==> src/logic/cache_ctrl_pkg.sv <==
// Miss controller state encoding and memory request constants for the data cache
package cache_ctrl_pkg;

    // --------------------
    // Miss handling states
    // --------------------

    typedef enum logic [1:0] {
        ST_IDLE  = 2'd0,  // Serving hits and watching for a miss
        ST_EVICT = 2'd1,  // Dirty victim going out
        ST_FILL  = 2'd2   // Missing line coming in
    } miss_state_e;

    // Request lines toward memory are one hot or idle
    localparam int unsigned MEM_REQ_W  = 2;
    localparam int unsigned MEM_RD_BIT = 0;
    localparam int unsigned MEM_WR_BIT = 1;

    localparam logic [MEM_REQ_W-1:0] MEM_REQ_NONE = 2'b00;
    localparam logic [MEM_REQ_W-1:0] MEM_REQ_RD   = 2'b01;
    localparam logic [MEM_REQ_W-1:0] MEM_REQ_WR   = 2'b10;

endpackage

==> src/logic/cache_geom_pkg.sv <==
// Address split and data types shared by the data cache stores, controller and top level
package cache_geom_pkg;

    // --------------------
    // Address split
    // --------------------

    localparam int unsigned ADDR_W    = 30;  // Word address from the processor
    localparam int unsigned OFFSET_W  = 2;   // Four words per line
    localparam int unsigned DEF_SET_W = 2;   // Four sets unless the top level overrides

    // --------------------
    // Data types
    // --------------------

    // One processor word
    typedef logic [31:0] word_t;

    // One full line as moved in every memory transfer
    typedef logic [$bits(word_t)*(2**OFFSET_W)-1:0] line_t;

    // Word address with the offset dropped, as driven on the memory bus
    typedef logic [ADDR_W-OFFSET_W-1:0] line_addr_t;

    // Way select
    typedef logic way_t;  // 0 picks way 0, 1 picks way 1

endpackage

==> src/logic/data_cache.sv <==
// Top of the 2-way write-back data cache between a word-wide processor port and line-wide memory
`timescale 1ns/1ps

module data_cache #(
    parameter int SET_W = cache_geom_pkg::DEF_SET_W
) (
    input  logic                              clk,
    input  logic                              rst_n,
    input  logic                              i_proc_read,
    input  logic                              i_proc_write,
    input  logic [cache_geom_pkg::ADDR_W-1:0] i_proc_addr,   // Word address
    input  cache_geom_pkg::word_t             i_proc_wdata,
    output logic                              o_proc_stall,
    output cache_geom_pkg::word_t             o_proc_rdata,
    output logic                              o_mem_read,
    output logic                              o_mem_write,
    output cache_geom_pkg::line_addr_t        o_mem_addr,
    output cache_geom_pkg::line_t             o_mem_wdata,
    input  logic                              i_mem_ready,
    input  cache_geom_pkg::line_t             i_mem_rdata
);
    import cache_geom_pkg::*;

    localparam int unsigned TAG_W = ADDR_W - OFFSET_W - SET_W;

    logic [TAG_W-1:0]    tag;
    logic [SET_W-1:0]    set_idx;
    logic [OFFSET_W-1:0] word_sel;
    line_addr_t          miss_addr;
    logic                req;
    logic                hit;
    logic                write_hit;
    logic                fill;
    logic                victim_dirty;
    way_t                hit_way;
    way_t                victim_way;
    line_addr_t          victim_addr;
    line_t               victim_line;
    line_t               fill_line;
    word_t               line_rdata;

    // --------------------
    // Address split
    // --------------------
    assign word_sel  = i_proc_addr[OFFSET_W-1:0];
    assign set_idx   = i_proc_addr[OFFSET_W +: SET_W];
    assign tag       = i_proc_addr[ADDR_W-1 -: TAG_W];
    assign miss_addr = i_proc_addr[ADDR_W-1:OFFSET_W];

    assign req       = i_proc_read | i_proc_write;
    assign write_hit = i_proc_write & hit;

    assign o_proc_stall = ~hit;
    assign o_proc_rdata = (i_proc_read && hit) ? line_rdata : '0;

    tag_store #(.SET_W(SET_W)) tag_store0 (
        .clk            (clk),
        .rst_n          (rst_n),
        .i_set_idx      (set_idx),
        .i_tag          (tag),
        .i_access       (req),
        .i_write_hit    (write_hit),
        .i_fill         (fill),
        .i_fill_way     (victim_way),
        .o_hit          (hit),
        .o_hit_way      (hit_way),
        .o_victim_way   (victim_way),
        .o_victim_dirty (victim_dirty),
        .o_victim_addr  (victim_addr)
    );

    line_store #(.SET_W(SET_W)) line_store0 (
        .clk           (clk),
        .i_set_idx     (set_idx),
        .i_word_sel    (word_sel),
        .i_hit_way     (hit_way),
        .i_write_hit   (write_hit),
        .i_wdata       (i_proc_wdata),
        .i_fill        (fill),
        .i_fill_way    (victim_way),     // LRU way stays fixed while the miss runs
        .i_fill_line   (fill_line),
        .o_rdata       (line_rdata),
        .o_victim_line (victim_line)
    );

    miss_controller miss_controller0 (
        .clk            (clk),
        .rst_n          (rst_n),
        .i_req          (req),
        .i_hit          (hit),
        .i_victim_dirty (victim_dirty),
        .i_victim_addr  (victim_addr),
        .i_victim_line  (victim_line),
        .i_miss_addr    (miss_addr),
        .i_mem_ready    (i_mem_ready),
        .i_mem_rdata    (i_mem_rdata),
        .o_fill         (fill),
        .o_fill_line    (fill_line),
        .o_mem_read     (o_mem_read),
        .o_mem_write    (o_mem_write),
        .o_mem_addr     (o_mem_addr),
        .o_mem_wdata    (o_mem_wdata)
    );

endmodule

==> src/logic/line_store.sv <==
// Line data of both cache ways, read by word on a hit and written by word or by whole line
`timescale 1ns/1ps

module line_store #(
    parameter int SET_W = cache_geom_pkg::DEF_SET_W
) (
    input  logic                                clk,
    input  logic [SET_W-1:0]                    i_set_idx,
    input  logic [cache_geom_pkg::OFFSET_W-1:0] i_word_sel,
    input  cache_geom_pkg::way_t                i_hit_way,
    input  logic                                i_write_hit,
    input  cache_geom_pkg::word_t               i_wdata,
    input  logic                                i_fill,
    input  cache_geom_pkg::way_t                i_fill_way,
    input  cache_geom_pkg::line_t               i_fill_line,
    output cache_geom_pkg::word_t               o_rdata,
    output cache_geom_pkg::line_t               o_victim_line
);
    import cache_geom_pkg::*;

    localparam int unsigned SETS   = 2**SET_W;
    localparam int unsigned WORD_W = $bits(word_t);

    line_t lines [2][SETS];

    // Word of the hitting way
    assign o_rdata = lines[i_hit_way][i_set_idx][i_word_sel*WORD_W +: WORD_W];

    // Line that a dirty eviction writes back
    assign o_victim_line = lines[i_fill_way][i_set_idx];

    always_ff @(posedge clk) begin
        if (i_fill) begin
            lines[i_fill_way][i_set_idx] <= i_fill_line;
        end else if (i_write_hit) begin
            lines[i_hit_way][i_set_idx][i_word_sel*WORD_W +: WORD_W] <= i_wdata;
        end
    end

endmodule

==> src/logic/miss_controller.sv <==
// FSM that handles a cache miss by writing back a dirty victim and refilling from slow memory
`timescale 1ns/1ps

module miss_controller (
    input  logic                       clk,
    input  logic                       rst_n,
    input  logic                       i_req,            // Read or write present
    input  logic                       i_hit,
    input  logic                       i_victim_dirty,
    input  cache_geom_pkg::line_addr_t i_victim_addr,
    input  cache_geom_pkg::line_t      i_victim_line,
    input  cache_geom_pkg::line_addr_t i_miss_addr,
    input  logic                       i_mem_ready,
    input  cache_geom_pkg::line_t      i_mem_rdata,
    output logic                       o_fill,
    output cache_geom_pkg::line_t      o_fill_line,
    output logic                       o_mem_read,
    output logic                       o_mem_write,
    output cache_geom_pkg::line_addr_t o_mem_addr,
    output cache_geom_pkg::line_t      o_mem_wdata
);
    import cache_geom_pkg::*;
    import cache_ctrl_pkg::*;

    miss_state_e          state;
    miss_state_e          state_nxt;
    logic [MEM_REQ_W-1:0] mem_req;
    logic [MEM_REQ_W-1:0] mem_req_nxt;
    logic                 miss;
    logic                 start_evict;
    logic                 start_read;

    assign miss = i_req && !i_hit;

    // --------------------
    // Next state
    // --------------------

    always_comb begin
        state_nxt   = state;
        mem_req_nxt = mem_req;
        start_evict = 1'b0;
        start_read  = 1'b0;
        case (state)
            ST_IDLE: begin
                if (miss && i_victim_dirty) begin
                    state_nxt   = ST_EVICT;
                    mem_req_nxt = MEM_REQ_WR;
                    start_evict = 1'b1;
                end else if (miss) begin
                    state_nxt   = ST_FILL;
                    mem_req_nxt = MEM_REQ_RD;
                    start_read  = 1'b1;
                end
            end
            ST_EVICT: begin
                // Fetch the missing line as soon as the write-back ends
                if (i_mem_ready) begin
                    state_nxt   = ST_FILL;
                    mem_req_nxt = MEM_REQ_RD;
                    start_read  = 1'b1;
                end
            end
            ST_FILL: begin
                if (i_mem_ready) begin
                    state_nxt   = ST_IDLE;
                    mem_req_nxt = MEM_REQ_NONE;
                end
            end
            default: begin
                state_nxt   = ST_IDLE;
                mem_req_nxt = MEM_REQ_NONE;
            end
        endcase
    end

    // --------------------
    // Registers
    // --------------------

    always_ff @(posedge clk) begin
        if (!rst_n) begin
            state   <= ST_IDLE;
            mem_req <= MEM_REQ_NONE;
        end else begin
            state   <= state_nxt;
            mem_req <= mem_req_nxt;
        end
    end

    always_ff @(posedge clk) begin
        if (start_evict) begin
            o_mem_addr  <= i_victim_addr;
            o_mem_wdata <= i_victim_line;
        end else if (start_read) begin
            o_mem_addr <= i_miss_addr;
        end
    end

    assign o_mem_read  = mem_req[MEM_RD_BIT];
    assign o_mem_write = mem_req[MEM_WR_BIT];

    // Returned line goes into the victim way at the ready edge
    assign o_fill      = (state == ST_FILL) && i_mem_ready;
    assign o_fill_line = i_mem_rdata;

    a_no_read_write: assert property (@(posedge clk) disable iff (!rst_n)
        !(o_mem_read && o_mem_write))
        else $error("miss_controller: memory read and write raised together");

endmodule

==> src/logic/tag_store.sv <==
// Tag, valid, dirty and LRU bookkeeping of the 2-way data cache with hit and victim lookup
`timescale 1ns/1ps

module tag_store #(
    parameter int SET_W = cache_geom_pkg::DEF_SET_W
) (
    input  logic                      clk,
    input  logic                      rst_n,
    input  logic [SET_W-1:0]          i_set_idx,
    input  logic [cache_geom_pkg::ADDR_W-cache_geom_pkg::OFFSET_W-SET_W-1:0] i_tag,
    input  logic                      i_access,     // Read or write present
    input  logic                      i_write_hit,
    input  logic                      i_fill,
    input  cache_geom_pkg::way_t      i_fill_way,
    output logic                      o_hit,
    output cache_geom_pkg::way_t      o_hit_way,
    output cache_geom_pkg::way_t      o_victim_way,
    output logic                      o_victim_dirty,
    output cache_geom_pkg::line_addr_t o_victim_addr
);
    import cache_geom_pkg::*;

    localparam int unsigned TAG_W = ADDR_W - OFFSET_W - SET_W;
    localparam int unsigned SETS  = 2**SET_W;

    logic [1:0][SETS-1:0] valid;
    logic [1:0][SETS-1:0] dirty;
    logic [SETS-1:0]      lru;          // Way to replace next in each set
    logic [TAG_W-1:0]     tags [2][SETS];
    logic [1:0]           hit_vec;

    // --------------------
    // Lookup
    // --------------------

    always_comb begin
        for (int w = 0; w < 2; w++) begin
            hit_vec[w] = valid[w][i_set_idx] && (tags[w][i_set_idx] == i_tag);
        end
    end

    assign o_hit     = |hit_vec;
    assign o_hit_way = hit_vec[1];

    assign o_victim_way   = lru[i_set_idx];
    assign o_victim_dirty = valid[o_victim_way][i_set_idx] & dirty[o_victim_way][i_set_idx];
    assign o_victim_addr  = {tags[o_victim_way][i_set_idx], i_set_idx};

    // --------------------
    // Update
    // --------------------

    always_ff @(posedge clk) begin
        if (!rst_n) begin
            valid <= '0;
            dirty <= '0;
            lru   <= '0;
        end else begin
            if (i_fill) begin
                valid[i_fill_way][i_set_idx] <= 1'b1;
                dirty[i_fill_way][i_set_idx] <= 1'b0;  // Refill lands clean
            end
            if (i_write_hit) begin
                dirty[o_hit_way][i_set_idx] <= 1'b1;
            end
            // Most recent user stays, the other way becomes the victim
            if (i_access && o_hit) begin
                lru[i_set_idx] <= ~o_hit_way;
            end
        end
    end

    always_ff @(posedge clk) begin
        if (i_fill) begin
            tags[i_fill_way][i_set_idx] <= i_tag;
        end
    end

    // A line is never held in both ways of a set
    a_single_way_hit: assert property (@(posedge clk) disable iff (!rst_n)
        !(hit_vec[0] && hit_vec[1]))
        else $error("tag_store: both ways hit in set %0d", i_set_idx);

endmodule

==> config.mk <==
export PLATFORM = sky130hd
export DESIGN_NAME = data_cache
export DESIGN_NICKNAME = d
export VERILOG_FILES = /design/src/logic/cache_ctrl_pkg.sv /design/src/logic/cache_geom_pkg.sv /design/src/logic/data_cache.sv /design/src/logic/line_store.sv /design/src/logic/miss_controller.sv /design/src/logic/tag_store.sv
export SDC_FILE = /design/constraint.sdc
export NUM_CORES = 2
export LEC_CHECK = 0
export BUFFER_PORTS_ARGS = -buffer_cell sky130_fd_sc_hd__clkbuf_2
export CAP_MARGIN = 10
export CORE_MARGIN = 2
export CORE_UTILIZATION = 40
export DETAILED_ROUTE_END_ITERATION = 6
export GPL_TIMING_DRIVEN = 1
export PLACE_DENSITY_LB_ADDON = 0.08
export SLEW_MARGIN = 20
export SYNTH_ARGS = -nofsm -noshare
export SYNTH_HDL_FRONTEND = slang
export SYNTH_SLANG_ARGS = --single-unit
==> constraint.sdc <==
create_clock -name clk -period 6.4 [get_ports clk]
set_input_delay 0.96 -clock clk [delete_from_list [all_inputs] [get_ports clk]]
set_output_delay 0.96 -clock clk [all_outputs]
set_load 0.01 [all_outputs]
# --- Word level (Yosys, flattened, before mapping) ---
# Memories as Yosys holds them, arrays and structs flattened.
# Cells that the tools add are included.
word_totals:
  mem_bits_rw: 1232
  inputBits: 195
  latch_bits: 0
  rom_bits: 0
  memories: 2
  regBits: 180
  output_inout_bits: 191
  wordCells: 129
classes:
  div: 0
  order_cmp: 8
  mul: 0
  n_shift: 3
  n_reduce_logical: 17
  bitwise_logic: 10
  n_mux: 72
  addsub: 1
  eq_ne: 7
memory_table:
  columns: ["memory", "words", "word_bits", "read_ports", "rd_clocked_by_memory_dff", "wr", "line", "source"]
  rows:
  - ["line_store0.lines", 2, 512, 2, 0, 1, "line_store.sv:24", "line_t lines [2][SETS];"]
  - ["tag_store0.tags", 2, 104, 3, 0, 1, "tag_store.sv:29", "logic [TAG_W-1:0] tags [2][SETS];"]
ops:
  columns: ["op", "n"]
  rows:
  - ["$mux W512", 4]
  - ["$mux W128", 6]
  - ["$bmux W128 S2", 2]
  - ["$demux W128 S2", 2]
  - ["$reduce_or A512 Y1", 1]
  - ["$mux W26", 7]
  - ["$bmux W26 S2", 3]
  - ["$shift A32 B34 Y128 const A", 1]
  - ["$shiftx A128 B8 Y32", 1]
  - ["$shiftx A32 B34 Y128", 1]
  - ["$mux W104", 1]
  - ["$mux W28", 2]
  - ["$demux W26 S2", 1]
  - ["$eq A26 B26 Y1", 2]
  - ["$neg A7 Y34", 1]
  - ["$mux W32", 1]
  - ["$mux W4", 6]
  - ["$mux W8", 3]
  - ["$or A8 B8 Y8", 2]
  - ["$mux W1", 15]
  - ["$mux W2", 7]
  - ["$pmux W2 S3", 2]
  - ["$logic_and A1 B1 Y1", 11]
  - ["$bmux W1 S2", 5]
  - ["25 further kinds", 31]

# --- Depth between registers and ports, before layout ---
logic_depth:
  depth_word: 14
  ltp_mapped: 17
  mapped_depth_nobuf: 10

# --- Modules after synthesis ---
# A second synthesis with hierarchy kept.
hier_totals:
  hier_cells: 3759
  area_unflattened_um2: 66222.3
by_module_without_submodules:
  columns: ["mod", "cells_each", "seq_area_each_um2", "area_each_um2", "instances"]
  rows:
  - ["line_store", 2746, 30749.5, 49363.6, 1]
  - ["tag_store", 642, 6646.4, 10366.2, 1]
  - ["miss_controller", 330, 4724.5, 6233.5, 1]
  - ["data_cache", 41, 0.0, 259.0, 1]

# --- Worst setup path before layout ---
# No wires, ideal clock.
synth_path:
  path_type: "input port to flip-flop"
  start: "input port i_proc_addr[3] (netlist bit)"
  end: "register miss_controller0.o_mem_wdata[0], enable pin"
  n_path_buf: 5
  setup_ns: 0.481
  t_arrival_ns: 5.797
  path_stages: 14
  setup_slack_ns: 0.122
  required_ns: 5.919
  cell_sequence: "buf_2 -> buf_4 -> buf_2 -> clkbuf_1 -> mux4_2 -> xnor2_1 -> nand4_1 -> nor3_1 -> nand4_1 -> nand2_1 -> nor2_1 -> nand4_1 -> clkbuf_1 -> inv_1"
synth_via:
  elab_chain_len: 12
  word_cells_on_any_way: 32
  cone_classes: "eq/ne (2); mux (22); bitwise (2); reduce/logical (6)"
synth_lines:
  columns: ["element", "line", "source"]
  rows:
  - ["start: declaration", "data_cache.sv:11", "input logic [cache_geom_pkg::ADDR_W-1:0] i_proc_addr,"]
  - ["$not A2 Y3 (not written as such)", "tag_store.sv:38", "hit_vec[w] = valid[w][i_set_idx] && (tags[w][i_set_idx] == i_tag);"]
  - ["$bmux W26 S2", "tag_store.sv:38", null]
  - ["$mux W26 (not written as such) (2 in a row)", "tag_store.sv:38", null]
  - ["$eq A26 B26 Y1", "tag_store.sv:38", null]
  - ["$logic_and A1 B1 Y1", "tag_store.sv:38", null]
  - ["$reduce_or A2 Y1", "tag_store.sv:42", "assign o_hit = |hit_vec;"]
  - ["$logic_not A1 Y1", "miss_controller.sv:33", "assign miss = i_req && !i_hit;"]
  - ["$logic_and A1 B1 Y1", "miss_controller.sv:33", null]
  - ["$logic_and A1 B1 Y1 (*)", "miss_controller.sv:46", "if (miss && i_victim_dirty) begin"]
  - ["$mux W1 (*)", "miss_controller.sv:46", null]
  - ["$mux W1 (*)", "miss_controller.sv:44", "case (state)"]
  - ["end signal: assignment", "miss_controller.sv:94", "o_mem_wdata <= i_victim_line;"]
  - ["end: declaration", "miss_controller.sv:20", "output cache_geom_pkg::line_t o_mem_wdata"]
# Mark *: on every way between the ends. The rest lies on a longest branch, timed or not. The select of a mux whose other input is x is not followed.
# A chain may end at the register's enable or synchronous reset.

# --- Final worst setup path ---
layout_path:
  start: "input port i_proc_addr[2] (netlist bit)"
  end: "output port o_proc_rdata[8]"
layout_via:
  elab_chain_len: 12
  word_cells_on_any_way: 23
  cone_classes: "eq/ne (2); shift (1); mux (14); bitwise (1); reduce/logical (4); memory (1)"
layout_lines:
  columns: ["element", "line", "source"]
  rows:
  - ["$not A2 Y3 (not written as such)", "line_store.sv:27, tag_store.sv:38", null]
  - ["$bmux W26 S2", "tag_store.sv:38", null]
  - ["$mux W26 (not written as such) (2 in a row)", "tag_store.sv:38", null]
  - ["$eq A26 B26 Y1", "tag_store.sv:38", null]
  - ["$logic_and A1 B1 Y1", "tag_store.sv:38", null]
  - ["$mem_v2 Z2 W512", null, null]
  - ["$bmux W128 S2", "line_store.sv:27", "assign o_rdata = lines[i_hit_way][i_set_idx][i_word_sel*WORD_W +: WORD_W];"]
  - ["$mux W128 (not written as such) (2 in a row)", "line_store.sv:27", null]
  - ["$shiftx A128 B8 Y32", "line_store.sv:27", null]
  - ["$mux W32 (*)", "data_cache.sv:54", "assign o_proc_rdata = (i_proc_read && hit) ? line_rdata : '0;"]
  - ["end: declaration", "data_cache.sv:14", "output cache_geom_pkg::word_t o_proc_rdata,"]
# Marks and branches as above.

==> out/results.ini <==
[outcome]
status=finished clean

[clock_tree]
numCtsBuffers=159
clock-sinks=1410
cts_max_path_buffers=3
insertion_delay_ps=820
cts_tree=built
hold_buffers=0
clk_pin_slew_ps=60
root_buffer=clkbuf_16
htreeDepth=4

[synth]
ys_seq_area_share_pct=65.24
synth_top_area_share_pct=64.56
synth_mux_area_share_pct=6.575
synth_seq_cells=1410
synthAdderAreaFrac_pct=0.09690
synth_edf_count=1388
synthDistinctLibCells=78
syn_nets=5713
synth_cells=5513
synth-simple-area-share_pct=15.23
synth_top_family_by_area=simple AND/OR/NAND/NOR gates
synth_area_leaders=edfxtp_1 65%, nand2_1 9.8%, a21oi_1 4.6%
synth_compound_area_share_pct=9.459
ys_warn_count=0
syn_avg_cell_area_sq_um=11.71
synth_area_sq_mm=0.06456
synth-xor-area-share_pct=0.6376
synth_ff_type=edfxtp_1
yosysTopAreaCell=edfxtp_1
ys_async_sr_fraction_pct=0

[global_routing]
grt_pass1_vias=47850
overflow=0
antenna_found_initial=17
grt_use_total_pct=32.60
grt_max_degree=158
grt_pass1_wl_mm=375.4

[die]
start_util_pct=40.26
rows=147
core-area_sq_mm=0.1604
ios=386
dieHeight_um=405.8
die_width_um=405.8
dieArea_sq_mm=0.1646

[sta]
drv_slew=0
tightest_slew_ps=1118
maxSlewHeadroom_pct=25.22
hold_viol_final=0
setup_ws_ps=132.4
fin_crit_ps=6268
skew_ps=30.79
setup_viol=0
max_freq_ghz=0.1596
rsz0062_at_grt=false
min_period_over_period_pct=97.93

[route]
wl_mm=272.6
remaining_drc_errors=0
ant_nets=0
dr.pass1.iters=7
vias=50870
drt-initial-drc-count=6603
viasPerCell=6.136
wl_per_cell_um=32.88

[power_and_ir_drop]
irDropWorstVdd_mv=0.3077
p_leak_nw=27.52
powerDensity_mw_per_mm2=279.5

[place]
place.gp.congestion=0.9311
place_ws_ps=-231.0
dp_hpwl_mm=181.0
port_buffers=385

[min_path]
whs_path_depth=2
hp-class=reg -> reg

[critical_path]
start_kind=input pin
path_class=in -> out
endpoint=o_proc_rdata[8]
end_kind=output pin
crit_fanout=27
cp.arrival_ps=5310
worstReg2RegEnd=line_store0.lines[0][449]
cp-startpoint=i_proc_addr[2]
rr_worst_depth=15
r2r_start=tag_store0.tags[1][35]
reg2reg_slack_ps=1510
worstPathRequired_ps=5440

[cells_and_area]
final_nets=6194
fin_util_pct=47.90
final_common_cell=nand2_1
final_cell_mix=1678 x nand2_1, 1388 x edfxtp_1, 591 x a21oi_1
syn_to_final_growth_pct=19.00
layout-drive-gt1-share_pct=19.34

[run]
drv_cap=0

## worst max-delay path, stage by stage
cell and delay (ps):
buf_8 260, buf_6 240, mux4_2 540, xor2_1 220, nand4b_1 250, nor4_2 360
buf_4 180, and4_4 260, buf_12 240, nand2_1 90, a311oi_1 600, nor3_1 260
a311oi_2 510, clkbuf_2 230
## metal layers
| layer | vias up | track usage (%) | part of all wire [%] |
|---|---|---|---|
| met4 | 10 | 13.98 | 4.8 |
| met5 | - | 0 | 0.025 |
| met2 | 3213 | 48.57 | 44 |
| li1 | 21420 | - | - |
| met1 | 25660 | 45.03 | 40 |
| met3 | 569 | 8.460 | 12 |
## worst min path at each step
stage,start,endpoint,slack (ps)
3_5_place_dp,tag_store0.lru[2],tag_store0.lru[2],450
6_report,tag_store0.lru[3],tag_store0.lru[3],470
5_1_grt,i_mem_ready,miss_controller0.state[0],510
4_1_cts,i_mem_ready,miss_controller0.state[0],450
3_3_place_gp,tag_store0.lru[0],tag_store0.lru[0],450
2_1_floorplan,tag_store0.lru[2],tag_store0.lru[2],430
## kinds of logic (layout without fill, tap and decap cells)
family / Yosys count / count (layout)
AO/OA/AOI/OAI: 1024 / 1024
XOR/XNOR: 47 / 47
adder cells (fa/ha/maj): 5 / 5
buffers and inverters: 427 / 1037
flip-flops: 1410 / 1410
multiplexers: 289 / 289
other: 0 / 7
AND/OR/NAND/NOR: 2311 / 2311
## registers in the layout (all words and copies together) (netlist names)
signal                        flops
tag_store0.lru                    4
miss_controller0.o_mem_wdata    128
miss_controller0.state            1
tag_store0.dirty                  8
miss_controller0.o_mem_addr      28
line_store0.lines              1024
tag_store0.valid                  8
tag_store0.tags                 208
miss_controller0.mem_req          1
## cells in the mapped netlist (6+ instances only)
cell type,instances
nand2_1,1683
edfxtp_1,1388
a21oi_1,591
clkbuf_1,310
nand3_1,242
mux2i_1,144
or4_1,128
mux4_2,104
nor2_1,93
o21ai_0,92
nor3_1,74
a31oi_1,54
buf_2,46
mux2_2,41
xnor2_1,38
buf_1,37
o22ai_1,37
a211oi_1,31
o221ai_1,30
a311oi_1,25
dfxtp_1,22
nand4_1,20
or3_1,19
a32oi_1,18
o211ai_1,16
and3_1,15
o31ai_1,14
buf_4,13
inv_1,12
o311ai_0,12
o2111ai_1,11
a22oi_1,10
o21a_1,10
a21boi_0,9
xor2_1,9
nor2b_1,8
nor4_1,7
a211o_1,6
a32o_1,6
## power by group
group	internal, mW	switching, mW
Sequential	10.4	0.0640
Clock	5.24	3.87
Combinational	0.538	1.41
## area by class of cell
type | count | area, sq um
Antenna cell | 7 | 17.52
Clock buffer | 199 | 4213
Clock inverter | 91 | 873.3
Fill cell | 14470 | 83550
Inverter | 13 | 55.05
Multi-Input combinational cell | 3676 | 21080
Sequential cell | 1410 | 42120
Tap cell | 2160 | 2703
Timing Repair Buffer | 734 | 5774
## metrics by stage
stage	cells	instance area (sq um)	total power [mW]	TNS [ps]	hold slack [ps]
2_1_floorplan	5513	64560	11.48	0	431.3
3_3_place_gp	7988	71630	12.52	-1808	447.7
3_5_place_dp	7988	71630	12.52	-2274	451.5
4_1_cts	8282	76790	21.55	0	446.2
5_1_grt	8284	76820	22.00	0	506.2
6_report	8290	76830	21.48	0	473.1
## repair_timing
| action | CTS | global route |
|---|---|---|
| buffers inserted | 4 | 1 |
| pin swaps | 2 | 1 |
| gates resized for setup | 3 | 4 |
| setup endpoints to repair | 18 | 24 |
| endpoints found under the hold margin | 0 | 0 |
(Power assumes the default switching activity.)
